### src/hw/tx_pkg.sv
//----------------------------------------
// Shared definitions of the transmit path
// Buffer geometry, data types, frame limits
// Interrupt hold-off, sender states
//----------------------------------------
package tx_pkg;

    //----------------------------------------
    // Frame buffer geometry
    //----------------------------------------
    localparam int IBUF_AW = 9;                     // 512 quadwords

    typedef logic [IBUF_AW:0]   ptr_t;              // MSB is the wrap bit
    typedef logic [IBUF_AW-1:0] addr_t;             // Buffer word address
    typedef logic [63:0]        qword_t;            // One bus beat
    typedef logic [7:0]         bmask_t;            // Byte valid, LSB first
    typedef logic [15:0]        flen_t;             // Frame length in bytes
    typedef logic [$clog2($bits(bmask_t)):0] rem_t; // Bytes in last beat, 1 to 8

    //----------------------------------------
    // Frame limits
    //----------------------------------------
    localparam int MIN_FRAME_BYTES = 60;
    localparam int MAX_FRAME_BYTES = 1518;
    localparam int MAX_FRAME_QW    = (MAX_FRAME_BYTES + 7) / 8;  // 190
    localparam int FRAME_SLOT_QW   = MAX_FRAME_QW + 1;           // Plus header word

    // Minimum interrupt spacing, pcie_clk cycles
    localparam int IRQ_HOLDOFF = 64;
    typedef logic [$clog2(IRQ_HOLDOFF):0] hold_t;

    typedef enum logic [2:0] {
        ST_IDLE,      // Wait for a committed frame
        ST_HEADER,    // Header word on rd_data
        ST_START,     // Request the MAC
        ST_STREAM,    // One quadword per cycle
        ST_COMMIT     // Release the frame
    } mac_state_e;

endpackage

### src/hw/mac_tx_fsm.sv
//----------------------------------------
// Frame sender on mac_clk
// Header read, MAC request, gapless stream
// Consumer commit
//----------------------------------------
`timescale 1ns/1ns

module mac_tx_fsm (
    input  logic           mac_clk,
    input  logic           rst_n,
    input  tx_pkg::ptr_t   prod_ptr,        // Synchronized from pcie_clk
    output tx_pkg::ptr_t   cons_ptr,        // Committed read position
    output tx_pkg::addr_t  rd_addr,
    input  tx_pkg::qword_t rd_data,         // One cycle after rd_addr
    output logic           mac_tx_start,
    input  logic           mac_tx_ack,
    output tx_pkg::qword_t mac_tx_data,
    output tx_pkg::bmask_t mac_tx_data_valid
);

    tx_pkg::mac_state_e state;
    tx_pkg::ptr_t       rd_ptr;             // One word ahead of the MAC
    tx_pkg::addr_t      qw_left;            // Words still to send
    tx_pkg::bmask_t     last_mask;          // Bytes of the final word
    tx_pkg::flen_t      hdr_len;

    assign hdr_len = rd_data[15:0];
    assign rd_addr = rd_ptr[tx_pkg::IBUF_AW-1:0];

    //----------------------------------------
    // MAC port
    //----------------------------------------
    assign mac_tx_start      = (state == tx_pkg::ST_START);
    assign mac_tx_data       = rd_data;     // Straight from the read register
    assign mac_tx_data_valid = (state != tx_pkg::ST_STREAM) ? '0 :
                               (qw_left == tx_pkg::addr_t'(1)) ? last_mask : '1;

    always_ff @(posedge mac_clk or negedge rst_n) begin
        if (!rst_n) begin
            state     <= tx_pkg::ST_IDLE;
            rd_ptr    <= '0;
            cons_ptr  <= '0;
            qw_left   <= '0;
            last_mask <= '0;
        end else begin
            case (state)
                tx_pkg::ST_IDLE: begin
                    if (prod_ptr != cons_ptr) begin         // Header address already out
                        rd_ptr <= rd_ptr + tx_pkg::ptr_t'(1);
                        state  <= tx_pkg::ST_HEADER;
                    end
                end
                tx_pkg::ST_HEADER: begin
                    qw_left   <= tx_pkg::addr_t'((hdr_len + tx_pkg::flen_t'(7)) >> 3);
                    last_mask <= (hdr_len[2:0] == 3'd0) ? '1 :
                                 ~(tx_pkg::bmask_t'('1) << hdr_len[2:0]);
                    state     <= tx_pkg::ST_START;
                end
                tx_pkg::ST_START: begin
                    if (mac_tx_ack) begin                   // First word read meanwhile
                        rd_ptr <= rd_ptr + tx_pkg::ptr_t'(1);
                        state  <= tx_pkg::ST_STREAM;
                    end
                end
                tx_pkg::ST_STREAM: begin
                    qw_left <= qw_left - tx_pkg::addr_t'(1);
                    if (qw_left == tx_pkg::addr_t'(1)) begin
                        state <= tx_pkg::ST_COMMIT;         // rd_ptr on next header
                    end else begin
                        rd_ptr <= rd_ptr + tx_pkg::ptr_t'(1);
                    end
                end
                tx_pkg::ST_COMMIT: begin
                    cons_ptr <= rd_ptr;
                    state    <= tx_pkg::ST_IDLE;
                end
                default: state <= tx_pkg::ST_IDLE;
            endcase
        end
    end

    //----------------------------------------
    // Sender checks
    //----------------------------------------
    // Header read back intact across the clock crossing
    a_header_len: assert property (@(posedge mac_clk) disable iff (!rst_n)
        (state == tx_pkg::ST_HEADER) |->
        hdr_len inside {[tx_pkg::MIN_FRAME_BYTES:tx_pkg::MAX_FRAME_BYTES]});
    a_valid_after_ack: assert property (@(posedge mac_clk) disable iff (!rst_n)
        $rose(|mac_tx_data_valid) |-> $past(mac_tx_start && mac_tx_ack));

endmodule

### config.mk
export PLATFORM = sky130hd
export DESIGN_NAME = mac_tx_fsm
export DESIGN_NICKNAME = d
export VERILOG_FILES = /design/src/hw/tx_pkg.sv /design/src/hw/mac_tx_fsm.sv
export SDC_FILE = /design/constraint.sdc
export NUM_CORES = 1
export LEC_CHECK = 0
export ABC_AREA = 1
export BUFFER_PORTS_ARGS = -buffer_cell sky130_fd_sc_hd__clkbuf_2
export CAP_MARGIN = 20
export CORE_MARGIN = 2
export CORE_UTILIZATION = 45
export DETAILED_ROUTE_END_ITERATION = 10
export PLACE_DENSITY = 0.85
export SLEW_MARGIN = 0
export SYNTH_ARGS = -nofsm -noshare
export SYNTH_HDL_FRONTEND = slang
export SYNTH_SLANG_ARGS = --single-unit
### constraint.sdc
create_clock -name mac_clk -period 3.7 [get_ports mac_clk]
set_clock_uncertainty 0.15 [all_clocks]
set_input_delay 0.37 -clock mac_clk [delete_from_list [all_inputs] [get_ports mac_clk]]
set_output_delay 0.37 -clock mac_clk [all_outputs]
set_load 0.1 [all_outputs]
# Word level (Yosys, flattened, before mapping)
# Cells that the tools add are included.
dict set report totals {
  regBits 40
  inputBits 77
  output_inout_bits 92
  wordCells 39
}
dict set report classes {
  n_addsub 3
  eq_ne 11
  n_shift 1
  muxes 12
  bitwise_logic 1
  reduce_logical 6
}
# cell n
set op_table {}
lappend op_table {{10-bit two-way mux} 3}
lappend op_table {{10-bit one-hot mux with 3 select lines} 1}
lappend op_table {{8-bit two-way mux} 3}
lappend op_table {{9-bit one-hot mux with 2 select lines} 1}
lappend op_table {{12-bit by 3-bit adder with 12-bit output (second input constant)} 1}
lappend op_table {{3-bit one-hot mux with 4 select lines} 1}
lappend op_table {{10-bit by 1-bit adder with 10-bit output (second input constant)} 1}
lappend op_table {{10-bit inequality test} 1}
lappend op_table {{9-bit by 1-bit == test with 1-bit output (second input constant)} 1}
lappend op_table {{3-bit two-way mux} 3}
lappend op_table {{9-bit by 1-bit subtractor with 9-bit output (second input constant)} 1}
lappend op_table {{8-bit NOT} 1}
lappend op_table {{8-bit by 3-bit left shift with 8-bit output (first input constant)} 1}
lappend op_table {{3-bit by 2-bit == test with 1-bit output (second input constant)} 2}
lappend op_table {{3-bit logical NOT} 2}
lappend op_table {{2-bit inequality test (second input constant)} 3}
lappend op_table {{4-bit AND reduction} 1}
lappend op_table {{3-bit by 1-bit == test with 1-bit output (second input constant)} 1}
lappend op_table {{3-bit == test (second input constant)} 1}
lappend op_table {{3-bit by 2-bit inequality test with 1-bit output (second input constant)} 1}
lappend op_table {{3-bit AND reduction} 1}
lappend op_table {{3-bit nonzero test} 1}
lappend op_table {{2-bit by 1-bit inequality test with 1-bit output (second input constant)} 1}
lappend op_table {{2-bit nonzero test} 1}

# Depth between registers and ports, before layout
dict set report logic_depth {
  word_depth 3
  mapped_depth 10
  depth_no_buf 10
}

# Least setup slack after synthesis
# OpenSTA, ideal clock, no wires.
dict set report synth_path {
  kind {register to output}
  from {reg state[2]}
  to {out mac_tx_data_valid[0]}
  arrival_ps 2389
  t_required_ps 3180
  slack_ps 791
  path_stages_with_launch 6
  n_path_buf 0
  path_cell_list {dfrtp_1 > nor2_4 > inv_2 > nor2_8 > inv_2 > a21oi_1}
}
dict set report synth_via {
  elab_chain_len 2
}
# item line
set synth_rtl {}
lappend synth_rtl {{start: declaration} mac_tx_fsm.sv:21} ;# tx_pkg::mac_state_e state;
lappend synth_rtl {{start signal: assignment} mac_tx_fsm.sv:40} ;# state <= tx_pkg::ST_IDLE;
lappend synth_rtl {{start signal: assignment} mac_tx_fsm.sv:50} ;# state <= tx_pkg::ST_HEADER;
lappend synth_rtl {{start signal: assignment} mac_tx_fsm.sv:57} ;# state <= tx_pkg::ST_START;
lappend synth_rtl {{3-bit by 2-bit inequality test with 1-bit output} mac_tx_fsm.sv:35} ;# assign mac_tx_data_valid = (state != tx_pkg::ST_STREAM) ? '0 :
lappend synth_rtl {{8-bit two-way mux} mac_tx_fsm.sv:35}
lappend synth_rtl {{end: declaration} mac_tx_fsm.sv:18} ;# output tx_pkg::bmask_t mac_tx_data_valid
# Every way passes these cells.

# Worst setup path in the final report
# Same ends and word-level chain as after synthesis.

==> metrics <==
status=complete, no violations; crit path kind=flip-flop to output port; dpl hpwl=4540 um; Clk Latency, worst-skew pair=0.30 ns; Area contributors post-synth=dfrtp_1, buf_4, nand2_1; RSZ-0062 raised after global routing=no; DR iter-0 viols=207; Congestion Overflow GR=0; Synth top area share=33.7%; Initial Utilization=a little under half; number of global-route vias before repair=2270; post-synthesis area per instance=7.29 um^2; All-Layer GR Usage=16.9%; core box area=6350 um^2; max-cap violations=0; critical path required time=about 3.2 ns; Max Slew Vio Count=0; Cell Area, Synth=roughly 3000 um^2; Layout Utilization=46.0%; die width=85.2 um; peak fanout along the critical path=10; Power Density=just under 1000 nW/um^2; Final ANT Viol Nets=0; post-synthesis cell type count=30; Pwr Total=2.88 mW; Setup TNS Final=0 ns; clock buffer count from CTS=5; Pleak=1.63 nW; CP arrival=2.02 ns; CTS root buf=clkbuf_8; placed cell area=2800 um^2; Die ar.=7260 um^2; antenna violations before repair=0; n_diodes=0; layout cells sized above 1=between 20% and 30%; FP Rows=29; relative slew slack=58.9%; crit path launch type=flip-flop; Routed WL per cell=12.8 um; Routed WL=6110 um; Net Count, Synth=roughly 500; clock sinks=40; placed cells=approximately 470; #FFs+latches synth=40; Fin. Hold Viols=0; vias=2383; H-tree depth=2; CTS tree=yes; Critical Path End Type=output port; Die Height=85.2 um; Worst Hold Class=input pin to flip-flop; Final Cycle Share=68.7%; I/O Buffers=64; final cell count without fillers=around 480; CTS clk-pin slew, worst paths=0.08 ns; Syn Inst Count=~400; Post-CTS Setup Inserts=0; Post-route DRC=0; sequential share of the synthesized area=33.7%; post-synth top area cell=dfrtp_1; DRT Pass-1 Iters=4; synth warn=0; min Tclk post-route=2.54 ns; # setup viols final=0; worst-margin pin slew=a little over 0.6 ns; Final Wtd Congestion=0.913; largest net degree at the start of global routing=41; area added between synthesis and finish=-1.56%; final instance area=approximately 3000 um^2; NumNets Final=482; # IOs=169; VDD IR max=709 uV; Fmax achieved=0.394 GHz; CTS max path bufs=2; first-pass GRT wire length=9940 um; via density per instance=4.99
[logic make-up after synthesis]
logic type | Yosys count | synth area share, %
AOI/OAI and AO/OA | 39 | 7.42
buffers and inverters | 129 | 26.1
adders and majority gates | 5 | 2.11
and+or+nand+nor | 179 | 26.1
muxes | 2 | 0.759
xor gates and xnor gates | 13 | 3.84
DFF | 40 | 33.7
[Yosys cell counts]
cell type,n
nor2_1,26
buf_2,3
nand4_1,13
nor2_4,1
xnor2_1,5
inv_1,46
o21ai_0,19
o31ai_1,2
a21oi_1,11
or2_2,1
buf_4,74
nor3_1,1
inv_2,3
o22ai_1,1
nand3_1,24
nor2_8,1
nand3_2,1
a22oi_1,1
buf_6,1
nand3b_1,1
ha_1,5
o221ai_1,2
clkbuf_1,2
nand2_1,109
xor2_1,8
dfrtp_1,40
o21bai_1,2
o21ai_2,1
nand2_2,1
mux2_2,2
[state kept, by name, indices dropped and copies added, names as in the netlist]
signal and count:
cons_ptr 10, qw_left 9, last_mask 8, rd_ptr 10, state 3
[repair_timing]
| item | in CTS | in global routing |
|---|---|---|
| hold buffers | 0 | 1 |
| resized for setup | 0 | 0 |
| hold endpoints to repair | 0 | 13 |
[path summary, 6_finish.rpt]
kind / start / endpoint / slack [ns] / cells after the start
setup / recovery: state[2] / mac_tx_data_valid[0] / 1.16 / 6
hold / removal: rd_data[11] / qw_left[8] / 0.25 / 4
setup reg to reg: state[2] / rd_ptr[9] / 1.64 / 9
hold reg to reg: last_mask[0] / last_mask[0] / 0.31 / 2
max in group asynchronous: rst_n / last_mask[6] / 2.68 / 3
min in group asynchronous: rst_n / cons_ptr[6] / 0.30 / 2
[per-stage QoR]
step	setup slack (ns)	hold WS, ns
detailed placement	1.48	0.292
floorplan	0.791	-0.0756
global placement	1.53	0.290
finish	1.16	0.249
CTS	1.15	0.0978
global route	1.03	0.250
[critical path, cell delays in order, from the launching register on]
cell and delay, ns:
dfrtp_1 0.42, nor2_4 0.21, inv_2 0.13, nor2_8 0.18
inv_2 0.12, a21oi_1 0.17, clkbuf_2 0.48
[layout make-up]
cell class	instances	area, um^2
sequential	40	1000
tap	77	96.3
clock buffer	6	82.6
clock inverter	2	13.8
multi-input combinational	238	1190
inverter	49	184
fill	625	3430
timing repair buffer	66	350
[layer usage]
layer,GRT usage [%],part of all wire (%)
met4,10.2,3.2
met2,27.8,49
met3,4.09,6.2
met1,19.8,41
met5,0,0
[cell usage in the layout, fill, tap and decap left out, drive strengths merged]
cell	instances
xor2	8
ha	5
or2	1
dfrtp	40
o31ai	2
clkinv	1
nand3	25
nand3b	1
xnor2	5
nand2	110
mux2	2
nand4	13
buf	1
o21bai	2
a22oi	1
o221ai	2
nor2	28
nor3	1
o21ai	20
inv	50
o22ai	1
dlygate4sd3	1
a21oi	11
clkbuf	70
[where the power goes]
group	internal (mW)	switching [mW]	leakage [nW]
registers	0.597	0.147	0.499
clock network	0.153	0.162	0.0516
logic	0.347	1.48	1.08
Power figures use the tool's default switching activity.
