**config.mk**
```make
export PLATFORM = sky130hd
export DESIGN_NAME = irq_timer
export DESIGN_NICKNAME = d
export VERILOG_FILES = /design/src/hw/tx_pkg.sv /design/src/hw/irq_timer.sv
export SDC_FILE = /design/constraint.sdc
export NUM_CORES = 1
export LEC_CHECK = 0
export ABC_AREA = 1
export BUFFER_PORTS_ARGS = -buffer_cell sky130_fd_sc_hd__buf_2
export CORE_MARGIN = 2
export CORE_UTILIZATION = 40
export CTS_CLUSTER_DIAMETER = 40
export CTS_CLUSTER_SIZE = 8
export DETAILED_ROUTE_END_ITERATION = 7
export PLACE_DENSITY = 0.65
export SYNTH_ARGS = -nofsm -noshare
export SYNTH_HDL_FRONTEND = slang
export SYNTH_SLANG_ARGS = --single-unit
```
**constraint.sdc**
```tcl
create_clock -name pcie_clk -period 1.9 [get_ports pcie_clk]
set_input_delay 0.19 -clock pcie_clk [delete_from_list [all_inputs] [get_ports pcie_clk]]
set_output_delay 0.19 -clock pcie_clk [all_outputs]
set_load 0.05 [all_outputs]
```
**src/hw/tx_pkg.sv**
```systemverilog
//----------------------------------------
// Shared definitions of the transmit path
// Buffer geometry, data types, frame limits
// Interrupt hold-off, sender states
//----------------------------------------
package tx_pkg;

    //----------------------------------------
    // Frame buffer geometry
    //----------------------------------------
    localparam int IBUF_AW = 9;                     // 512 quadwords

    typedef logic [IBUF_AW:0]   ptr_t;              // MSB is the wrap bit
    typedef logic [IBUF_AW-1:0] addr_t;             // Buffer word address
    typedef logic [63:0]        qword_t;            // One bus beat
    typedef logic [7:0]         bmask_t;            // Byte valid, LSB first
    typedef logic [15:0]        flen_t;             // Frame length in bytes
    typedef logic [$clog2($bits(bmask_t)):0] rem_t; // Bytes in last beat, 1 to 8

    //----------------------------------------
    // Frame limits
    //----------------------------------------
    localparam int MIN_FRAME_BYTES = 60;
    localparam int MAX_FRAME_BYTES = 1518;
    localparam int MAX_FRAME_QW    = (MAX_FRAME_BYTES + 7) / 8;  // 190
    localparam int FRAME_SLOT_QW   = MAX_FRAME_QW + 1;           // Plus header word

    // Minimum interrupt spacing, pcie_clk cycles
    localparam int IRQ_HOLDOFF = 64;
    typedef logic [$clog2(IRQ_HOLDOFF):0] hold_t;

    typedef enum logic [2:0] {
        ST_IDLE,      // Wait for a committed frame
        ST_HEADER,    // Header word on rd_data
        ST_START,     // Request the MAC
        ST_STREAM,    // One quadword per cycle
        ST_COMMIT     // Release the frame
    } mac_state_e;

endpackage

```
**src/hw/irq_timer.sv**
```systemverilog
//----------------------------------------
// Send interrupt with hold-off on pcie_clk
//----------------------------------------
`timescale 1ns/1ns

module irq_timer (
    input  logic         pcie_clk,
    input  logic         rst_n,
    input  tx_pkg::ptr_t prod_ptr,     // Committed by the writer
    input  tx_pkg::ptr_t cons_ptr,     // Synchronized from mac_clk
    output logic         send_irq      // One cycle pulse
);

    tx_pkg::hold_t holdoff_cnt;        // Cycles since last irq, saturating
    tx_pkg::ptr_t  irq_cons;           // Consumer pointer at last irq
    logic          drained;
    logic          progress;
    logic          holdoff_done;
    logic          fire;

    assign drained      = (cons_ptr == prod_ptr);    // MAC caught up
    assign progress     = (cons_ptr != irq_cons);    // Something sent since
    assign holdoff_done = (holdoff_cnt == tx_pkg::hold_t'(tx_pkg::IRQ_HOLDOFF));
    assign fire         = drained && progress && holdoff_done;

    always_ff @(posedge pcie_clk or negedge rst_n) begin
        if (!rst_n) begin
            holdoff_cnt <= tx_pkg::hold_t'(tx_pkg::IRQ_HOLDOFF);   // No irq yet
            irq_cons    <= '0;
            send_irq    <= 1'b0;
        end else begin
            send_irq <= fire;
            if (fire) begin
                holdoff_cnt <= '0;
                irq_cons    <= cons_ptr;
            end else if (!holdoff_done) begin
                holdoff_cnt <= holdoff_cnt + tx_pkg::hold_t'(1);
            end
        end
    end

endmodule

```
# Yosys cells after proc, flatten, opt, wreduce, memory -nomap -nowiden
# Cells that the tools add are included.
# word_totals
out_inout_bits,1
ff_bits,18
inputBits,22
# op_classes
add_sub_neg,1
n_eq_ne,4
n_mux,2
n_reduce_logical,2
# op_table
op,n
$mux 7,2
$eq 10x10->1,1
$ne 10x10->1,1
$add 7x1->7 const B,1
$eq 7x7->1 const B,1
$logic_and 1x1->1,2
$ne 2x1->1 const B,1

# Longest topological paths before layout
# depth
ltp_word,4
depth_mapped,10

# Least setup slack after synthesis
# No wires, ideal clock.
# synth_path
path_kind,reg-to-reg
from,register holdoff_cnt[0]
to,register irq_cons[3]
stages_incl_launch_ff,11
path_buffers,1
arrival_ns,1.354
path_slack_ns,0.429
setup_ns,0.117
cell_sequence,dfrtp_1 inv_1 ha_1 nand2_1 nor3_1 nand3_1 inv_1 nand3_2 buf_6 nand2_1 nand2_1
# synth_via
elab_chain_cells,2
# synth_rtl
element,line_no,source
start: declaration,irq_timer.sv:14,tx_pkg::hold_t holdoff_cnt;
start signal: assignment,irq_timer.sv:28,holdoff_cnt <= tx_pkg::hold_t'(tx_pkg::IRQ_HOLDOFF);
start signal: assignment,irq_timer.sv:37,holdoff_cnt <= holdoff_cnt + tx_pkg::hold_t'(1);
$eq 7x7->1,irq_timer.sv:23,assign holdoff_done = (holdoff_cnt == tx_pkg::hold_t'(tx_pkg::IRQ_HOLDOFF));
$logic_and 1x1->1,irq_timer.sv:24,assign fire = drained && progress && holdoff_done;
end signal: assignment,irq_timer.sv:35,irq_cons <= cons_ptr;
end: declaration,irq_timer.sv:15,tx_pkg::ptr_t irq_cons;
# Every way passes these cells.
# A chain may end at the register's enable or synchronous reset.

# Worst setup path in the final report
# layout_path
from,register holdoff_cnt[0]
to,register irq_cons[6]
# Same word-level chain as after synthesis.

==> tab_implementation.tex <==
\begin{tabular}{lr}
\hline
Metric & Value \\
\hline
\multicolumn{2}{l}{\textbf{Routing}} \\
Total wire length & approximately 2100 um \\
Routed Antenna Nets & 0 \\
DR WL/cell & between 10 and 15 um \\
Number of search-and-repair iterations in the first detailed-routing pass & 4 \\
DRC violations left & 0 \\
Routed vias & a little over 1k \\
Number of DRC markers after the initial detailed-route iteration & 30 \\
Number of vias per cell after detailed routing & roughly 4.8 \\
\multicolumn{2}{l}{\textbf{Power and ir drop}} \\
Internal Pwr Total & 0.000537 W \\
Maximum ir drop on the vdd rail & roughly 360 uV \\
Static Leak & 0.766 nW \\
Share of total power in the clock network & 0.330 \\
Switching component of the power & roughly 0.00016 W \\
Combinational fraction of design power & 0.124 \\
Share of power burned in registers & 0.546 \\
Switching power as a share of total power & 0.235 \\
Power density normalized to cell area & between 500 and 600 mW/mm\^{}2 \\
\multicolumn{2}{l}{\textbf{Floorplanning}} \\
Die width & slightly below 60 um \\
Starting density of the core & 0.424 \\
Height of the chip & approximately 58 um \\
Placeable core region & about 0.0028 mm\^{}2 \\
Top Ports & 23 \\
Full die area & 0.00337 mm\^{}2 \\
Standard-cell row count & 19 \\
\multicolumn{2}{l}{\textbf{STA}} \\
Relative slew margins & 0.728 \\
Crit share post-route & 0.868 \\
Max Slew Vio Count & 0 \\
Clock period minus final worst setup slack & between 1.5 and 2 ns \\
Number of setup violations in the final report & 0 \\
Top achievable clock speed & 606 MHz \\
Final sum of negative setup slack & 0 ns \\
Max Clock Skew & between 0.003 and 0.004 ns \\
Setup repair after global routing missed its margin & false \\
Number of failing hold endpoints at the final stage & 0 \\
Slew at the pin closest to its max-slew limit & approximately 0.41 ns \\
\multicolumn{2}{l}{\textbf{Logic synthesis}} \\
Async set or reset register ratio after synthesis & 1.00 \\
Simple-gate area share of the yosys netlist & 0.349 \\
Fraction of the mapped netlist area in compound gates & 0.00428 \\
Number of storage elements in the synthesis netlist & 18 \\
Synthesized instance count & 156 \\
Cell type with the largest total area after synthesis & sky130\_fd\_sc\_hd\_\_dfrtp\_1 \\
Mean cell area of the mapped netlist & between 7 and 8 um\^{}2 \\
Xor and xnor fraction of the mapped netlist area & 0.120 \\
Part of the Yosys area used for sequential elements & 0.387 \\
Nets in the synthesized netlist & 180 \\
Post-synthesis share of cell area spent on full adders, half adders and majority gates & 0.0214 \\
Post-synth top cells & sky130\_fd\_sc\_hd\_\_nand2\_1 (55), sky130\_fd\_sc\_hd\_\_inv\_1 (23), sky130\_fd\_sc\_hd\_\_dfrtp\_1 (17) \\
Number of distinct library cells after synthesis & 22 \\
Most instantiated flip-flop cell in the synthesis netlist & sky130\_fd\_sc\_hd\_\_dfrtp\_1 \\
Count leader, synth & sky130\_fd\_sc\_hd\_\_nand2\_1 \\
Cell Area, Synth & approximately 0.0012 mm\^{}2 \\
Number of warnings reported in the yosys synthesis log & 0 \\
Biggest area contributors in the synthesized netlist & sky130\_fd\_sc\_hd\_\_dfrtp\_1 (36\%), sky130\_fd\_sc\_hd\_\_nand2\_1 (18\%), sky130\_fd\_sc\_hd\_\_xor2\_1 (7.5\%) \\
Synth top area share & 0.364 \\
Combinational family with the most area after synthesis & simple AND/OR/NAND/NOR gates \\
Portion of netlist area occupied by mux cells & 0 \\
EDFF count, synth & 0 \\
\multicolumn{2}{l}{\textbf{Clock network}} \\
Clock transition at the registers of the reported paths & roughly 0.1 ns \\
Clock tree from TritonCTS & done \\
Clock latency on the worst-skew pair & just under 0.3 ns \\
CTS Root Buffer Type & sky130\_fd\_sc\_hd\_\_clkbuf\_4 \\
Number of buffers between clock root and the deepest sink & 2 \\
Post-cts sizing count & 0 \\
Total clock buffers created by CTS & 3 \\
Sinks on the clock net & 18 \\
H-tree levels & 1 \\
\multicolumn{2}{l}{\textbf{Place}} \\
Weighted congestion reported at the end of routability-driven placement & around 0.77 \\
IO Port Bufs & 22 \\
Placed insts & slightly above 200 \\
Placement-stage cell area & 0.00129 mm\^{}2 \\
HPWL after DPL & approximately 1600 um \\
\multicolumn{2}{l}{\textbf{Worst setup path}} \\
Maximum fanout encountered on the critical timing path & 12 \\
Cell family with the largest share of critical-path delay & simple AND/OR/NAND/NOR gates \\
CP Capture Type & flop \\
Required time of the critical path & between 2 and 2.5 ns \\
Critical path class & reg -> reg \\
Crit-path most repeated cell & sky130\_fd\_sc\_hd\_\_nand2\_1 \\
Cell-by-cell trace of the critical path & inv\_1 -> ha\_1 -> nand2\_1 -> nor3\_1 -> nand3\_1 -> inv\_1 -> nand3\_2 -> nand2\_1 -> nand2\_1 \\
Crit-path max cell delay & 0.42 ns \\
Startpoint types & flop \\
Buffers \& Inverters on Critical Path & 2 \\
Cell type of the slowest stage on the worst timing path & sky130\_fd\_sc\_hd\_\_dfrtp\_1 \\
Crit path DAT & around 1.8 ns \\
\multicolumn{2}{l}{\textbf{GRT}} \\
Number of global-route vias before repair & about 990 \\
Total gr overflow & 0 \\
Wire length of the first global-routing pass & 4010 um \\
Largest net degree at the start of global routing & 19 \\
Overall Global Routing Usage & 0.150 \\
Antenna violations before repair & 0 \\
\multicolumn{2}{l}{\textbf{Finish}} \\
Share of the core filled with cells & 0.485 \\
Post-layout instance area & around 0.0013 mm\^{}2 \\
Number of standard cells in the final layout excluding fillers & around 210 \\
Fin nets & roughly 210 \\
Ratio of cells with drive above 1 in the final layout & 0.215 \\
Antenna Diode Count & 0 \\
Growth of design area from synthesis to finish & 14.5\% \\
\multicolumn{2}{l}{\textbf{Hold path}} \\
Hold/Removal Path Class & in -> reg \\
\multicolumn{2}{l}{\textbf{Status}} \\
Result of the run & completed \\
\multicolumn{2}{l}{\textbf{Job}} \\
Total of max-cap violations & 0 \\
\hline
\end{tabular}
## worst register-to-register path, stage by stage (launching register included)
cell and delay, ns:
sky130_fd_sc_hd__dfrtp_1 0.42, sky130_fd_sc_hd__inv_1 0.09, sky130_fd_sc_hd__ha_1 0.14, sky130_fd_sc_hd__nand2_1 0.05, sky130_fd_sc_hd__nor3_1 0.13, sky130_fd_sc_hd__nand3_1 0.17
sky130_fd_sc_hd__inv_1 0.13, sky130_fd_sc_hd__nand3_2 0.23, sky130_fd_sc_hd__nand2_1 0.14, sky130_fd_sc_hd__nand2_1 0.06
## stage by stage
stage               setup WS (ns)  hold WS, ns  power [W]
finish                      0.250        0.185   0.000702
global route               0.0449        0.182   0.000746
CTS                         0.239        0.176   0.000716
detailed placement          0.259        0.149   0.000477
global placement            0.359        0.142   0.000473
floorplan                   0.429       -0.106   0.000431
## logic make-up (layout without fill, tap and decap cells)
| family | count (synthesis) | after routing |
|---|---|---|
| AOI/OAI and AO/OA | 1 | 1 |
| xor gates and xnor gates | 16 | 16 |
| DFF | 18 | 18 |
| and+or+nand+nor | 89 | 89 |
| adders and majority gates | 2 | 2 |
| buffers and inverters | 30 | 55 |
## metal layers
layer	part of all wire	wire [um]	GRT usage	vias to the layer above
li1	-	-	-	524
met3	0.036	77	0.0134	5
met5	0	0	0	-
met2	0.48	1030	0.252	24
met4	0.018	38	0.0598	0
met1	0.47	1010	0.199	462
## area by class of cell
cell class / count / area, um^2
Multi-Input combinational cell: 108 / 578
Tap cell: 31 / 38.8
Clock buffer: 4 / 36.3
Timing Repair Buffer: 25 / 135
Sequential cell: 18 / 452
Inverter: 26 / 97.6
Fill cell: 291 / 1420
## repair_timing
action | CTS | global route
hold endpoints to repair | 17 | 0
hold buffers | 1 | 0
setup buffers | 0 | 0
## layout by cell type (no fill, tap or decap)
cell type,synthesis,routed
sky130_fd_sc_hd__nor4_1,1,1
sky130_fd_sc_hd__clkbuf_4,0,3
sky130_fd_sc_hd__inv_2,2,2
sky130_fd_sc_hd__buf_4,1,2
sky130_fd_sc_hd__clkinv_1,1,1
sky130_fd_sc_hd__ha_1,2,2
sky130_fd_sc_hd__buf_2,0,22
sky130_fd_sc_hd__o21ai_1,1,1
sky130_fd_sc_hd__nor3_1,1,1
sky130_fd_sc_hd__dlygate4sd3_1,0,1
sky130_fd_sc_hd__nor3b_1,1,1
sky130_fd_sc_hd__nand4_1,10,10
sky130_fd_sc_hd__clkbuf_8,0,1
sky130_fd_sc_hd__nand2_1,55,55
sky130_fd_sc_hd__nand3_2,3,3
sky130_fd_sc_hd__dfstp_2,1,1
sky130_fd_sc_hd__nor2_1,9,9
sky130_fd_sc_hd__nor2_2,3,3
sky130_fd_sc_hd__dfrtp_1,17,17
sky130_fd_sc_hd__xnor2_1,6,6
sky130_fd_sc_hd__inv_1,23,23
sky130_fd_sc_hd__nand2_2,1,1
sky130_fd_sc_hd__nand3_1,4,4
sky130_fd_sc_hd__nor2_4,1,1
sky130_fd_sc_hd__xor2_1,10,10
## final timing paths
check,from,end,slack [ns],cells after the start
max,holdoff_cnt[0]$_DFFE_PN0P_,irq_cons[6]$_DFFE_PN0P_,0.25,9
min,cons_ptr[7],irq_cons[7]$_DFFE_PN0P_,0.18,3
max reg2reg,holdoff_cnt[0]$_DFFE_PN0P_,irq_cons[6]$_DFFE_PN0P_,0.25,9
min reg2reg,holdoff_cnt[5]$_DFFE_PN0P_,holdoff_cnt[5]$_DFFE_PN0P_,0.47,1
max in group asynchronous,rst_n,holdoff_cnt[6]$_DFFE_PN1P_,1.22,2
min in group asynchronous,rst_n,send_irq$_DFF_PN0_,0.35,2
## flip-flops by register name, summed over array words and instances, names as in the netlist
name	count
send_irq	1
irq_cons	10
holdoff_cnt	7
## power by group through the flow
stage          registers [W]  clock network [W]   logic, W
2_1_floorplan       0.000390                  0  0.0000407
3_3_place_gp        0.000390                  0  0.0000830
3_5_place_dp        0.000390                  0  0.0000871
4_1_cts             0.000383           0.000244  0.0000888
5_1_grt             0.000383           0.000263   0.000101
6_report            0.000383           0.000232  0.0000872
(Power assumes the default switching activity.)
