[src/hw/tx_pkg.sv]
//----------------------------------------
// Shared definitions of the transmit path
// Buffer geometry, data types, frame limits
// Interrupt hold-off, sender states
//----------------------------------------
package tx_pkg;

    //----------------------------------------
    // Frame buffer geometry
    //----------------------------------------
    localparam int IBUF_AW = 9;                     // 512 quadwords

    typedef logic [IBUF_AW:0]   ptr_t;              // MSB is the wrap bit
    typedef logic [IBUF_AW-1:0] addr_t;             // Buffer word address
    typedef logic [63:0]        qword_t;            // One bus beat
    typedef logic [7:0]         bmask_t;            // Byte valid, LSB first
    typedef logic [15:0]        flen_t;             // Frame length in bytes
    typedef logic [$clog2($bits(bmask_t)):0] rem_t; // Bytes in last beat, 1 to 8

    //----------------------------------------
    // Frame limits
    //----------------------------------------
    localparam int MIN_FRAME_BYTES = 60;
    localparam int MAX_FRAME_BYTES = 1518;
    localparam int MAX_FRAME_QW    = (MAX_FRAME_BYTES + 7) / 8;  // 190
    localparam int FRAME_SLOT_QW   = MAX_FRAME_QW + 1;           // Plus header word

    // Minimum interrupt spacing, pcie_clk cycles
    localparam int IRQ_HOLDOFF = 64;
    typedef logic [$clog2(IRQ_HOLDOFF):0] hold_t;

    typedef enum logic [2:0] {
        ST_IDLE,      // Wait for a committed frame
        ST_HEADER,    // Header word on rd_data
        ST_START,     // Request the MAC
        ST_STREAM,    // One quadword per cycle
        ST_COMMIT     // Release the frame
    } mac_state_e;

endpackage

[src/hw/ibuf_writer.sv]
//----------------------------------------
// Host side frame writer on pcie_clk
// Header slot, data store, length header
// Producer commit and buf_ready
//----------------------------------------
`timescale 1ns/1ns

module ibuf_writer (
    input  logic           pcie_clk,
    input  logic           rst_n,
    // Host port
    input  logic           wr_valid,
    input  logic           wr_sof,
    input  logic           wr_eof,
    input  tx_pkg::rem_t   wr_rem,      // Sampled with wr_eof
    input  tx_pkg::qword_t wr_data,
    output logic           buf_ready,
    // Pointers
    input  tx_pkg::ptr_t   cons_ptr,    // Synchronized from mac_clk
    output tx_pkg::ptr_t   prod_ptr,    // End of committed frames
    // Buffer write port
    output logic           ram_we,
    output tx_pkg::addr_t  ram_addr,
    output tx_pkg::qword_t ram_wdata
);

    tx_pkg::ptr_t  wr_ptr;              // Next data word
    tx_pkg::addr_t hdr_addr;            // Header slot of this frame
    tx_pkg::flen_t byte_cnt;            // Bytes stored so far
    tx_pkg::flen_t byte_inc;
    tx_pkg::ptr_t  used_qw;             // Occupied words
    logic          in_frame;
    logic          hdr_pend;            // Header write this cycle

    assign byte_inc = wr_eof ? tx_pkg::flen_t'(wr_rem) : tx_pkg::flen_t'(8);
    assign used_qw  = prod_ptr - cons_ptr;    // Wrap bit keeps full apart from empty

    // Room for a largest frame, and nothing half written
    assign buf_ready = !in_frame && !hdr_pend &&
        (used_qw <= tx_pkg::ptr_t'(2**tx_pkg::IBUF_AW - tx_pkg::FRAME_SLOT_QW));

    //----------------------------------------
    // Buffer port
    //----------------------------------------
    assign ram_we    = wr_valid | hdr_pend;
    assign ram_addr  = hdr_pend ? hdr_addr :
                       wr_sof   ? prod_ptr[tx_pkg::IBUF_AW-1:0] + tx_pkg::addr_t'(1) :
                                  wr_ptr[tx_pkg::IBUF_AW-1:0];
    assign ram_wdata = hdr_pend ? tx_pkg::qword_t'(byte_cnt) : wr_data;   // Length in low 16

    always_ff @(posedge pcie_clk or negedge rst_n) begin
        if (!rst_n) begin
            in_frame <= 1'b0;
            hdr_pend <= 1'b0;
            wr_ptr   <= '0;
            prod_ptr <= '0;
        end else begin
            hdr_pend <= wr_valid && wr_eof;
            if (wr_valid) begin
                in_frame <= !wr_eof;
                wr_ptr   <= (wr_sof ? prod_ptr + tx_pkg::ptr_t'(1) : wr_ptr)
                            + tx_pkg::ptr_t'(1);
            end
            if (hdr_pend) begin
                prod_ptr <= wr_ptr;             // Commit, two cycles after eof
            end
        end
    end

    // Frame length and header slot
    always_ff @(posedge pcie_clk) begin
        if (wr_valid) begin
            byte_cnt <= (wr_sof ? tx_pkg::flen_t'(0) : byte_cnt) + byte_inc;
            if (wr_sof) begin
                hdr_addr <= prod_ptr[tx_pkg::IBUF_AW-1:0];
            end
        end
    end

    //----------------------------------------
    // Host protocol checks
    //----------------------------------------
    a_sof_ready: assert property (@(posedge pcie_clk) disable iff (!rst_n)
        wr_valid && wr_sof |-> buf_ready);
    a_valid_in_frame: assert property (@(posedge pcie_clk) disable iff (!rst_n)
        wr_valid && !wr_sof |-> in_frame);
    a_rem_range: assert property (@(posedge pcie_clk) disable iff (!rst_n)
        wr_valid && wr_eof |-> wr_rem inside {[1:8]});
    a_frame_len: assert property (@(posedge pcie_clk) disable iff (!rst_n)
        wr_valid && wr_eof |=>
        byte_cnt inside {[tx_pkg::MIN_FRAME_BYTES:tx_pkg::MAX_FRAME_BYTES]});

endmodule

[config.mk]
export PLATFORM = sky130hd
export DESIGN_NAME = ibuf_writer
export DESIGN_NICKNAME = d
export VERILOG_FILES = /design/src/hw/tx_pkg.sv /design/src/hw/ibuf_writer.sv
export SDC_FILE = /design/constraint.sdc
export NUM_CORES = 1
export LEC_CHECK = 0
export BUFFER_PORTS_ARGS = -buffer_cell sky130_fd_sc_hd__buf_2
export CAP_MARGIN = 20
export CORE_ASPECT_RATIO = 0.8
export CORE_MARGIN = 2
export CORE_UTILIZATION = 35
export DETAILED_ROUTE_END_ITERATION = 8
export GPL_TIMING_DRIVEN = 0
export PLACE_DENSITY = 0.69
export SLEW_MARGIN = 10
export SYNTH_ARGS = -nofsm -noshare
export SYNTH_HDL_FRONTEND = slang
export SYNTH_SLANG_ARGS = --single-unit
[constraint.sdc]
create_clock -name pcie_clk -period 4.39 [get_ports pcie_clk]
set_input_delay 0.6585 -clock pcie_clk [delete_from_list [all_inputs] [get_ports pcie_clk]]
set_output_delay 0.6585 -clock pcie_clk [all_outputs]
set_load 0.02 [all_outputs]
# Word-level counts from Yosys, hierarchy flattened

Cells that the tools add are included.

Bits in registers: 47
Input bits: 83
Output and inout port bits: 85
Logic and storage cells: 26

$add $sub $neg: 5
Order comparisons: 1
Mux-type cells: 6
Bitwise gates (word level): 1
Reduce and logical (&&, ||, !) cells: 7

Operators with widths:

| operator              | count |
|---|---|
| $mux 64               | 1 |
| $add 10x1->10 const B | 2 |
| $mux 9                | 2 |
| $add 16x4->16         | 1 |
| $mux 16               | 1 |
| $le 10x9->1 const B   | 1 |
| $mux 10               | 1 |
| $sub 10x10->10        | 1 |
| $add 9x1->9 const B   | 1 |
| $mux 4                | 1 |
| $logic_and 1x1->1     | 3 |
| $logic_not 1->1       | 3 |
| $reduce_and 2->1      | 1 |
| $or 1x1->1            | 1 |

# Longest topological paths before layout

Gate-level depths: netlist (run 1).

Word-level depth: 3
Gate-level depth with buffers: 12
Mapped depth without buffers: 10

# Worst setup path before layout (run 1)

Ideal clock, no wire load.

Path type: input to output
From: input cons_ptr[1]
To: output buf_ready
Arrival time: 2.477 ns
Data required time: 3.732 ns
Path slack: 1.255 ns
Stages: 8
Cell sequence: inv_1 -> ha_1 -> nor2b_1 -> o21a_1 -> a2111o_1 -> a211o_1 -> a32o_1 -> a22oi_1

Longest elaborated chain between the ends: 3

RTL lines:

| item               | RTL line          | source |
|---|---|---|
| start: declaration | ibuf_writer.sv:19 | `input tx_pkg::ptr_t cons_ptr,` |
| $sub 10x10->10     | ibuf_writer.sv:36 | `assign used_qw = prod_ptr - cons_ptr;` |
| $le 10x9->1        | ibuf_writer.sv:40 | `(used_qw <= tx_pkg::ptr_t'(2**tx_pkg::IBUF_AW - tx_pkg::FRAME_SLOT_QW));` |
| $logic_and 1x1->1  | ibuf_writer.sv:39 | `assign buf_ready = !in_frame && !hdr_pend &&` |
| end: declaration   | ibuf_writer.sv:17 | `output logic buf_ready,` |

Every way passes these cells.

# Final worst setup path (run 1)

From: register prod_ptr[0]
To: output buf_ready

Longest elaborated chain between the ends: 3

RTL lines:

| item                     | RTL line          | source |
|---|---|---|
| start: declaration       | ibuf_writer.sv:20 | `output tx_pkg::ptr_t prod_ptr,` |
| start signal: assignment | ibuf_writer.sv:65 | `prod_ptr <= wr_ptr;` |
| $sub 10x10->10           | ibuf_writer.sv:36 |  |
| $le 10x9->1              | ibuf_writer.sv:40 |  |
| $logic_and 1x1->1        | ibuf_writer.sv:39 |  |

Every way passes these cells.

==> results of run 1 <==
cell families after synthesis:
group	after synthesis	share of synthesized area [%]
AND/OR/NAND/NOR	151	23.75
AO/OA/AOI/OAI	61	11.80
flip-flops	47	36.87
buffers and inverters	40	4.431
multiplexers	34	10.74
XOR/XNOR	24	5.955
adder cells (fa/ha/maj)	17	6.452
cell usage after synthesis, drive strengths merged, types with 3 or more instances:
cell type	instances
a21o	3
a21oi	12
and2	4
buf	5
clkbuf	12
dfrtp	22
edfxtp	25
ha	15
inv	23
mux2	28
mux2i	6
nand2	24
nand2b	3
nand4	6
nor2	32
nor2b	60
nor3	4
nor4	3
o211ai	3
o21a	3
o21ai	16
or2	3
xnor2	13
xor2	11
area by class of cell:
class                   instances  area share (%)
plain buffers                  17           1.483
clock buffers                   6           2.728
clock inverters                 2           1.271
inverters                      23           1.827
multi-input cells             287           43.86
flip-flops and latches         47           27.54
well taps                     136           3.602
repair buffers                167           17.69
per-stage QoR:
| step | utilization [%] | hold WS (ns) | cells | area [um^2] |
|---|---|---|---|---|
| 3_3_place_gp | 46.62 | 0.4638 | 677 | 4536 |
| 4_1_cts | 48.56 | 0.3698 | 685 | 4725 |
| 6_report | 48.56 | 0.3553 | 685 | 4725 |
| 5_1_grt | 48.56 | 0.3961 | 685 | 4725 |
| 3_5_place_dp | 46.62 | 0.4745 | 677 | 4536 |
| 2_1_floorplan | - | 0.3629 | 374 | 3530 |
worst max-delay path: cells and delay by family, from the launching register on:
kind	cells	cell delay, ns
buffers and inverters	2	0.31
AND/OR/NAND/NOR	1	0.22
AO/OA/AOI/OAI	5	0.96
flip-flops	1	0.50
adder cells (fa/ha/maj)	2	0.61
final timing paths:
kind / end / slack [ns] / start
hold reg to reg: prod_ptr[0] / 0.49 / wr_ptr[0]
setup reg to reg: byte_cnt[15] / 1.94 / byte_cnt[1]
max in group asynchronous: prod_ptr[7] / 3.67 / rst_n
setup / recovery: buf_ready / 0.85 / prod_ptr[0]
min in group pcie_clk: prod_ptr[0] / 0.49 / wr_ptr[0]
hold / removal: wr_ptr[5] / 0.36 / rst_n
flip-flops by register name, summed over array words and instances, names as in the netlist:
signal and flops:
byte_cnt 16, prod_ptr 10, wr_ptr 10, hdr_addr 9, hdr_pend 1, in_frame 1
power by group through the flow:
stage	combinational (uW)	clock [uW]	sequential [uW]
after floorplan	624	0	724
after global placement	902	0	723
after detailed placement	929	0	729
after CTS	936	490	720
after global routing	1040	505	737
final	936	487	720
routing by layer:
layer	part of all wire, %	wire length, um
met5	0	0
met4	1.6	178
met3	6.1	669
met2	50	5459
met1	42	4575
==> metrics.log, run 1 <==
INFO  metric outcome = completed
INFO  metric most-common-layout-cells = sky130_fd_sc_hd__buf_2 (169), sky130_fd_sc_hd__nor2b_1 (60), sky130_fd_sc_hd__nor2_1 (32), sky130_fd_sc_hd__mux2_2 (28), sky130_fd_sc_hd__edfxtp_1 (25)
INFO  metric worstSetupPathType = reg -> out
INFO  metric number_of_flops_mapped_to_enable_cells_by_yosys = 25
INFO  metric clock-sinks = 47
INFO  metric fp.dieArea = 10,910 um^2
INFO  metric cell_area_after_technology_mapping = 3530 um^2
INFO  metric critical_path.slowest_cell = sky130_fd_sc_hd__dfrtp_1
INFO  metric groute.layer.met3.usage = 2.258%
INFO  metric finalNetCount = 648
INFO  metric global_route.usage.total = 19.19%
INFO  metric cts-root-to-sink-buffers = 2
INFO  metric initial_core_util = 36.28%
INFO  metric antenna_violations_before_repair = 0
INFO  metric fillers = 945
INFO  metric critical_path_peak_fanout = 7
INFO  metric coreArea = 9729 um^2
INFO  metric combinationalPowerShare = 43.7%
INFO  metric areaGrowthSynthToFinish = 33.85%
INFO  metric cts_made_buffers = 5
INFO  metric setup_ws = 0.8453 ns
INFO  metric gpl.final_weighted_congestion = 0.8990
INFO  metric synth_seq_area_share = 36.87%
INFO  metric worstHoldPathType = in -> async
INFO  metric synth_ff_type = sky130_fd_sc_hd__edfxtp_1
INFO  metric grt_pass1_wl = 16,300 um
INFO  metric final_hold_viol_count = 0
INFO  metric total_area_of_multi_input_combinational_cells = 2072 um^2
INFO  metric cts-resized-gates = 0
INFO  metric layout_commonest_cell = sky130_fd_sc_hd__buf_2
INFO  metric final_period_minus_worst_setup_slack = 3.545 ns
INFO  metric grt_util_met2 = 34.50%
INFO  metric post_synth_inst_count = 374
INFO  metric die_x = 116.3 um
INFO  metric average_cell_area_after_synthesis = 9.438 um^2
INFO  metric synth.area.top_cells = sky130_fd_sc_hd__edfxtp_1 (21%), sky130_fd_sc_hd__dfrtp_1 (16%), sky130_fd_sc_hd__nor2b_1 (11%), sky130_fd_sc_hd__mux2_2 (8.9%), sky130_fd_sc_hd__ha_1 (5.3%)
INFO  metric drt-total-wl = 10,880 um
INFO  metric grt_setup_unrepaired = false
INFO  metric fmax = 0.2821 GHz
INFO  metric critPathLaunchType = flip-flop
INFO  metric finalSetupViolCount = 0
INFO  metric grt_use_met1 = 24.27%
INFO  metric timing.critical_path.to_type = output port
INFO  metric drtIter0Drc = 123
INFO  metric antenna_cells = 0
INFO  metric power-per-cell-area = 453.7 nW/um^2
INFO  metric synth_top_area_share = 21.27%
INFO  metric worst_pin_slew = 0.8583 ns
INFO  metric vias_in_the_first_global_route = 3,344
INFO  metric vias_per_cell = 4.994
INFO  metric hpwl = 8595 um
INFO  metric p_clk_share = 22.7%
INFO  metric clkTransAtPathRegs = 0.07 ns
INFO  metric drv.max_cap_violation_count = 0
INFO  metric grt.overflow.total = 0
INFO  metric pin_count_of_the_biggest_net_entering_global_routing = 23
INFO  metric pwr-share-seq = 33.6%
INFO  metric routed_wire_length_per_instance = 15.89 um
INFO  metric post-route-period-util = 80.74%
INFO  metric cpPeakStageDelay = 0.50 ns
INFO  metric chipHeight = 93.82 um
INFO  metric hold_buffers = 0
INFO  metric core.rowCount = 32
INFO  metric io_buffers = 167
INFO  metric layout-drive-gt1-share = 39.34%
INFO  metric vias = 3,421
INFO  metric busiest_layer = met2
INFO  metric ctsRootBufferMaster = sky130_fd_sc_hd__clkbuf_16
INFO  metric detailedPlace.worstSlack = 0.9855 ns
INFO  metric drcViolationCount = 0
INFO  metric floorplan.io_pins = 168
INFO  metric power_switching = 843.9 uW
INFO  metric ant_nets = 0
INFO  metric peakVddDrop = 0.2299 mV
INFO  metric register_area = 1301 um^2
INFO  metric max_slew_margin = 42.78%
INFO  metric net_switching_fraction_of_the_power = 39.37%
INFO  metric power.leakage = 0.002192 uW
INFO  metric clk_latency = 0.29 ns
INFO  metric internal_power = 1299 uW
INFO  metric setup_total_negative_slack = 0 ns
INFO  metric critPathRequiredTime = 3.73 ns
INFO  metric clock_tree.htree_level_count = 2
INFO  metric synth_fp_nets = 474
INFO  metric finalClockSkew = 0.006931 ns
INFO  metric synth.yosys.warnings = 0
INFO  metric worstPathCellList = inv_1 > ha_1 > fa_1 > nor2b_1 > o31a_1 > a31oi_1 > a211o_1 > a32o_1 > a22oi_1 > buf_2
INFO  metric synth_top_area_cell = sky130_fd_sc_hd__edfxtp_1
INFO  metric finalMaxSlewViolations = 0
INFO  metric post_layout_power = 2143 uW
INFO  metric clock_tree_from_tritoncts = yes
INFO  metric synth_async_sr_flop_share = 46.81%
INFO  metric synth_seq_cells = 47
INFO  metric synthDistinctLibCells = 59
INFO  metric timing.critical_path.arrival = 2.89 ns
INFO  metric drtPass1Iterations = 4
INFO  metric post-cts-setup-buffer-count = 0
INFO  metric worstRegToRegCells = 9
No activity file was read; power rests on OpenSTA's default activity.
==> run 2, diff against run 1 <==
--- a/config.mk
+++ b/config.mk
@@ -12,7 +12,7 @@
 export CORE_UTILIZATION = 35
 export DETAILED_ROUTE_END_ITERATION = 8
 export GPL_TIMING_DRIVEN = 0
-export PLACE_DENSITY = 0.69
+export PLACE_DENSITY = 0.72
 export SLEW_MARGIN = 10
 export SYNTH_ARGS = -nofsm -noshare
 export SYNTH_HDL_FRONTEND = slang
==> constraint.sdc (replaced) <==
create_clock -name pcie_clk -period 2.9 [get_ports pcie_clk]
set_input_delay 0.435 -clock pcie_clk [delete_from_list [all_inputs] [get_ports pcie_clk]]
set_output_delay 0.435 -clock pcie_clk [all_outputs]
set_load 0.02 [all_outputs]
==> metrics.log, run 2 (same netlist as run 1, synthesis figures left out) <==
INFO  metric layout_commonest_cell = sky130_fd_sc_hd__buf_2
INFO  metric io_buffers = 167
INFO  metric total_area_of_multi_input_combinational_cells = 2138 um^2
INFO  metric critPathRequiredTime = 2.47 ns
INFO  metric register_area = 1310 um^2
INFO  metric setup_ws = -0.03803 ns
INFO  metric worstHoldPathType = in -> async
INFO  metric groute.layer.met3.usage = 3.032%
INFO  metric die_x = 116.3 um
INFO  metric drcViolationCount = 0
INFO  metric cts_made_buffers = 5
INFO  metric vias_per_cell = 5.024
INFO  metric max_slew_margin = 37.64%
INFO  metric outcome = finished with violations
INFO  metric ctsRootBufferMaster = sky130_fd_sc_hd__clkbuf_16
INFO  metric finish.instance_area = 4890 um^2
INFO  metric final_period_minus_worst_setup_slack = 2.938 ns
INFO  metric ant_nets = 0
INFO  metric routed_wire_length_per_instance = 15.93 um
INFO  metric gpl.final_weighted_congestion = 0.8926
INFO  metric vias = 3,502
INFO  metric largest_register_ff_count = 16
INFO  metric worst_pin_slew = 0.9320 ns
INFO  metric detailedPlace.worstSlack = -0.1676 ns
INFO  metric antenna_violations_before_repair = 0
INFO  metric grt_use_met1 = 25.30%
INFO  metric power.leakage = 0.002253 uW
INFO  metric failed_checks = negative setup slack
INFO  metric final_hold_viol_count = 0
INFO  metric drtPass1Iterations = 5
INFO  metric hpwl = 8488 um
INFO  metric clock_tree_from_tritoncts = yes
INFO  metric post-route-period-util = 101.3%
INFO  metric critPathLaunchType = flip-flop
INFO  metric clk_latency = 0.28 ns
INFO  metric floorplan.io_pins = 168
INFO  metric cts-root-to-sink-buffers = 2
INFO  metric largest_register = byte_cnt
INFO  metric critical_path_peak_fanout = 3
INFO  metric finalSetupViolCount = 1
INFO  metric drv.max_cap_violation_count = 0
INFO  metric top_regs = byte_cnt: 16 flops, prod_ptr: 10 flops, wr_ptr: 10 flops
INFO  metric coreArea = 9729 um^2
INFO  metric clock_tree.htree_level_count = 2
INFO  metric clock-sinks = 47
INFO  metric fillers = 938
INFO  metric worstSetupPathType = reg -> out
INFO  metric grt_setup_unrepaired = true
INFO  metric grt_pass1_wl = 16,880 um
INFO  metric clkTransAtPathRegs = 0.06 ns
INFO  metric place_area = 4536 um^2
INFO  metric layout-drive-gt1-share = 44.56%
INFO  metric peakVddDrop = 0.3041 mV
INFO  metric fmax = 0.3404 GHz
INFO  metric drtIter0Drc = 136
INFO  metric worstRegToRegCells = 9
INFO  metric busiest_layer = met2
INFO  metric fp.dieArea = 10,910 um^2
INFO  metric finalMaxSlewViolations = 0
INFO  metric hold_buffers = 0
INFO  metric finalNetCount = 660
INFO  metric global_route.usage.total = 19.62%
INFO  metric initial_core_util = 36.28%
INFO  metric drt-total-wl = 11,110 um
INFO  metric vias_in_the_first_global_route = 3,424
INFO  metric core.rowCount = 32
INFO  metric finalClockSkew = 0.005620 ns
INFO  metric timing.critical_path.to_type = output port
INFO  metric grt_util_met2 = 34.45%
INFO  metric chipHeight = 93.82 um
INFO  metric areaGrowthSynthToFinish = 38.53%
INFO  metric timing.critical_path.arrival = 2.50 ns
INFO  metric antenna_cells = 0
INFO  metric grt.overflow.total = 0
INFO  metric most-common-layout-cells = sky130_fd_sc_hd__buf_2 (168), sky130_fd_sc_hd__nor2b_1 (59), sky130_fd_sc_hd__nor2_1 (32), sky130_fd_sc_hd__mux2_2 (28), sky130_fd_sc_hd__edfxtp_1 (25)
INFO  metric pin_count_of_the_biggest_net_entering_global_routing = 23
INFO  metric power-per-cell-area = 695.8 nW/um^2
-- run 2: cell type report --
class | count | area share (%)
inverters | 23 | 1.766
clock buffers | 6 | 2.840
clock inverters | 2 | 0.7165
well taps | 136 | 3.480
plain buffers | 16 | 1.382
flip-flops and latches | 47 | 26.79
repair buffers | 180 | 19.29
multi-input cells | 287 | 43.73
-- run 2: metal layers --
layer  share of wire, %  vias up
met2                 49      162
met4                1.6        0
met5                  0        -
li1                   -     1666
met3                6.9       16
met1                 42     1658
-- run 2: metrics by stage --
stage / TNS (ns) / std cells / hold WS (ns) / util, % / total power, uW
final: -0.03803 / 697 / 0.1225 / 50.26 / 3402
after global routing: -0.1368 / 697 / 0.1632 / 50.26 / 3610
after CTS: -0.06062 / 693 / 0.1419 / 49.58 / 3305
after detailed placement: -1.087 / 677 / 0.4493 / 46.62 / 2514
after global placement: -0.6326 / 677 / 0.4375 / 46.62 / 2461
after floorplan: 0 / 374 / 0.1394 / - / 2040
-- run 2: report_power, final --
part | switching, uW | internal [uW]
clock network | 241 | 429
logic | 949 | 733
registers | 166 | 885
total | 1360 | 2050
-- run 2: final timing paths --
| check | start | to | slack [ns] |
|---|---|---|---|
| min in group pcie_clk | wr_eof | in_frame | 0.45 |
| worst max-delay path | prod_ptr[1] | buf_ready | -0.04 |
| worst min register to register | wr_ptr[0] | prod_ptr[0] | 0.49 |
| worst max register to register | prod_ptr[1] | wr_ptr[9] | 0.34 |
| max in group asynchronous | rst_n | prod_ptr[6] | 2.39 |
| worst min-delay path | rst_n | prod_ptr[3] | 0.12 |
-- run 2: worst max-delay path, stage by stage, from the launching register on --
cell and delay [ns]:
sky130_fd_sc_hd__dfrtp_2 0.45, sky130_fd_sc_hd__ha_4 0.22, sky130_fd_sc_hd__nor2b_1 0.13, sky130_fd_sc_hd__o21a_1 0.22, sky130_fd_sc_hd__a2111o_1 0.30, sky130_fd_sc_hd__a211o_1 0.32, sky130_fd_sc_hd__a32o_2 0.26, sky130_fd_sc_hd__a22oi_2 0.18
sky130_fd_sc_hd__buf_6 0.14
-- run 2: what timing repair did --
item / 4_1_cts / 5_1_grt
setup endpoints to repair: 1 / 11
setup buffers: 8 / 5
gates resized for setup: 18 / 9
pin swaps: 7 / 5
==> run 3, diff against run 2 <==
--- a/config.mk
+++ b/config.mk
@@ -5,14 +5,15 @@
 export SDC_FILE = /design/constraint.sdc
 export NUM_CORES = 1
 export LEC_CHECK = 0
-export BUFFER_PORTS_ARGS = -buffer_cell sky130_fd_sc_hd__buf_2
 export CAP_MARGIN = 20
 export CORE_ASPECT_RATIO = 0.8
 export CORE_MARGIN = 2
 export CORE_UTILIZATION = 35
 export DETAILED_ROUTE_END_ITERATION = 8
+export DONT_BUFFER_PORTS = 1
 export GPL_TIMING_DRIVEN = 0
-export PLACE_DENSITY = 0.72
+export MAX_ROUTING_LAYER = met4
+export PLACE_DENSITY = 0.57
 export SLEW_MARGIN = 10
 export SYNTH_ARGS = -nofsm -noshare
 export SYNTH_HDL_FRONTEND = slang
==> metrics.log, run 3 (same netlist as run 1, synthesis figures left out) <==
INFO  metric layout_commonest_cell = sky130_fd_sc_hd__nor2b_1
INFO  metric fmax = 0.3243 GHz
INFO  metric clkTransAtPathRegs = 0.06 ns
INFO  metric routed_wire_length_per_instance = 20.17 um
INFO  metric finish.instance_area = 3930 um^2
INFO  metric largest_register_ff_count = 16
INFO  metric worstSetupPathType = reg -> out
INFO  metric critical_path.n_buffers_inverters = 0
INFO  metric setup_ws = -0.1836 ns
INFO  metric grt.overflow.total = 0
INFO  metric worstHoldPathType = in -> reg
INFO  metric failed_checks = negative setup slack
INFO  metric critical_path.reg2reg.startpoint = prod_ptr[0]
INFO  metric areaGrowthSynthToFinish = 11.34%
INFO  metric worstPathCellList = ha_1 > a21o_1 > a221o_1 > or3_1 > a32o_1 > a22oi_2
INFO  metric die_x = 116.3 um
INFO  metric core.rowCount = 32
INFO  metric drtPass1Iterations = 5
INFO  metric drv.max_cap_violation_count = 0
INFO  metric floorplan.io_pins = 168
INFO  metric vias_in_the_first_global_route = 2,554
INFO  metric place_area = 3700 um^2
INFO  metric post_layout_power = 2989 uW
INFO  metric coreArea = 9729 um^2
INFO  metric cpPeakStageDelay = 0.52 ns
INFO  metric power-per-cell-area = 760.7 nW/um^2
INFO  metric final_period_minus_worst_setup_slack = 3.084 ns
INFO  metric critPathLaunchType = flip-flop
INFO  metric fillers = 976
INFO  metric largest_register = byte_cnt
INFO  metric worst_pin_slew = 1.046 ns
INFO  metric post-route-period-util = 106.3%
INFO  metric clock-sinks = 47
INFO  metric drtIter0Drc = 114
INFO  metric timing.critical_path.arrival = 2.65 ns
INFO  metric cts_made_buffers = 5
INFO  metric finalNetCount = 483
INFO  metric cts-root-to-sink-buffers = 2
INFO  metric critical_path.slowest_cell = sky130_fd_sc_hd__dfrtp_2
INFO  metric chipHeight = 93.82 um
INFO  metric antenna_violations_before_repair = 1
INFO  metric final.hold.worst_slack = 0.2424 ns
INFO  metric vias_per_cell = 5.374
INFO  metric drt-total-wl = 10,510 um
INFO  metric clock_tree_from_tritoncts = yes
INFO  metric grt_setup_unrepaired = true
INFO  metric gpl.final_weighted_congestion = 0.8685
INFO  metric layout-drive-gt1-share = 16.41%
INFO  metric detailedPlace.worstSlack = -0.2787 ns
INFO  metric pin_count_of_the_biggest_net_entering_global_routing = 23
INFO  metric io_buffers = 0
INFO  metric cp_top_family = compound AO/OA/AOI/OAI gates
INFO  metric ctsRootBufferMaster = sky130_fd_sc_hd__clkbuf_16
INFO  metric max_slew_margin = 30.02%
INFO  metric timing.critical_path.to_type = output port
INFO  metric finalMaxSlewViolations = 0
INFO  metric grt_pass1_wl = 15,140 um
INFO  metric clk_latency = 0.29 ns
INFO  metric setup.worst_path.start = prod_ptr[5]
INFO  metric final_hold_viol_count = 0
INFO  metric global_route.usage.total = 19.31%
INFO  metric worstHoldStart = wr_eof
INFO  metric power.leakage = 0.001513 uW
INFO  metric vias = 2,800
INFO  metric finalSetupViolCount = 1
INFO  metric hpwl = 8237 um
INFO  metric outcome = finished with violations
INFO  metric peakVddDrop = 0.3859 mV
INFO  metric clock_tree.htree_level_count = 2
INFO  metric ant_nets = 0
INFO  metric critPathRequiredTime = 2.47 ns
INFO  metric critical_path_peak_fanout = 9
INFO  metric drcViolationCount = 0
INFO  metric most-common-layout-cells = sky130_fd_sc_hd__nor2b_1 (59), sky130_fd_sc_hd__nor2_1 (32), sky130_fd_sc_hd__mux2_2 (28), sky130_fd_sc_hd__edfxtp_1 (25), sky130_fd_sc_hd__nand2_1 (24)
INFO  metric top_regs = byte_cnt: 16 flops, prod_ptr: 10 flops, wr_ptr: 10 flops
INFO  metric finalClockSkew = 0.009154 ns
INFO  metric fp.dieArea = 10,910 um^2
INFO  metric initial_core_util = 36.28%
==> run 3: worst paths after layout <==
kind                          endpoint  slack [ns]  cells past startpoint
max                          buf_ready       -0.18                      6
min                           in_frame        0.24                      1
max reg2reg                  wr_ptr[9]        0.51                      7
min reg2reg                prod_ptr[0]        0.49                      2
max in group asynchronous  prod_ptr[6]        2.16                      2
min in group asynchronous    wr_ptr[7]        0.57                      2
==> run 3: what timing repair did <==
action                                 in CTS  in global routing
endpoints found under the hold margin      22                  0
setup buffers                               0                  0
setup endpoints to repair                   3                  8
gates resized for setup                    12                  4
pin swaps                                   2                  2
hold buffers                                2                  0
==> run 3: layout make-up <==
class / count / area, um^2 / share of cell area [%]
Antenna cell: 1 / 2.502 / 0.06367
Buffer: 17 / 71.32 / 1.815
Clock buffer: 6 / 128.9 / 3.279
Clock inverter: 2 / 37.54 / 0.9551
Inverter: 23 / 86.33 / 2.197
Multi-Input combinational cell: 287 / 2095 / 53.30
Sequential cell: 47 / 1309 / 33.30
Tap cell: 136 / 170.2 / 4.330
Timing Repair Buffer: 2 / 30.03 / 0.7641
==> run 3: stage by stage <==
step / cells / TNS, ns / util, %
2_1_floorplan: 374 / 0 / -
3_3_place_gp: 510 / -0.2376 / 38.03
3_5_place_dp: 510 / -0.2828 / 38.03
4_1_cts: 520 / -0.2106 / 40.25
5_1_grt: 521 / -0.2972 / 40.39
6_report: 521 / -0.1836 / 40.39
==> run 3: worst register-to-register path: cells and delay by family, from the launching register on <==
family	cells	cell delay, ns
AOI/OAI and AO/OA	2	0.35
adders and majority gates	1	0.25
DFF	1	0.51
muxes	1	0.24
and+or+nand+nor	3	0.97
==> run 3: where the power goes <==
group | leakage (uW) | total [uW] | switching [uW] | internal [uW]
registers | 0.000490 | 1170 | 290 | 882
clock network | 0.0000771 | 656 | 249 | 407
logic | 0.000946 | 1160 | 690 | 471
total | 0.00151 | 2990 | 1230 | 1760
==> run 3: routing by layer <==
metal | GRT usage (%) | vias to the layer above | share of wire (%)
met4 | 6.746 | 0 | 2.4
met3 | 3.742 | 18 | 8.3
met2 | 30.72 | 139 | 47
li1 | - | 1316 | -
met5 | - | - | 0
met1 | 24.68 | 1327 | 43
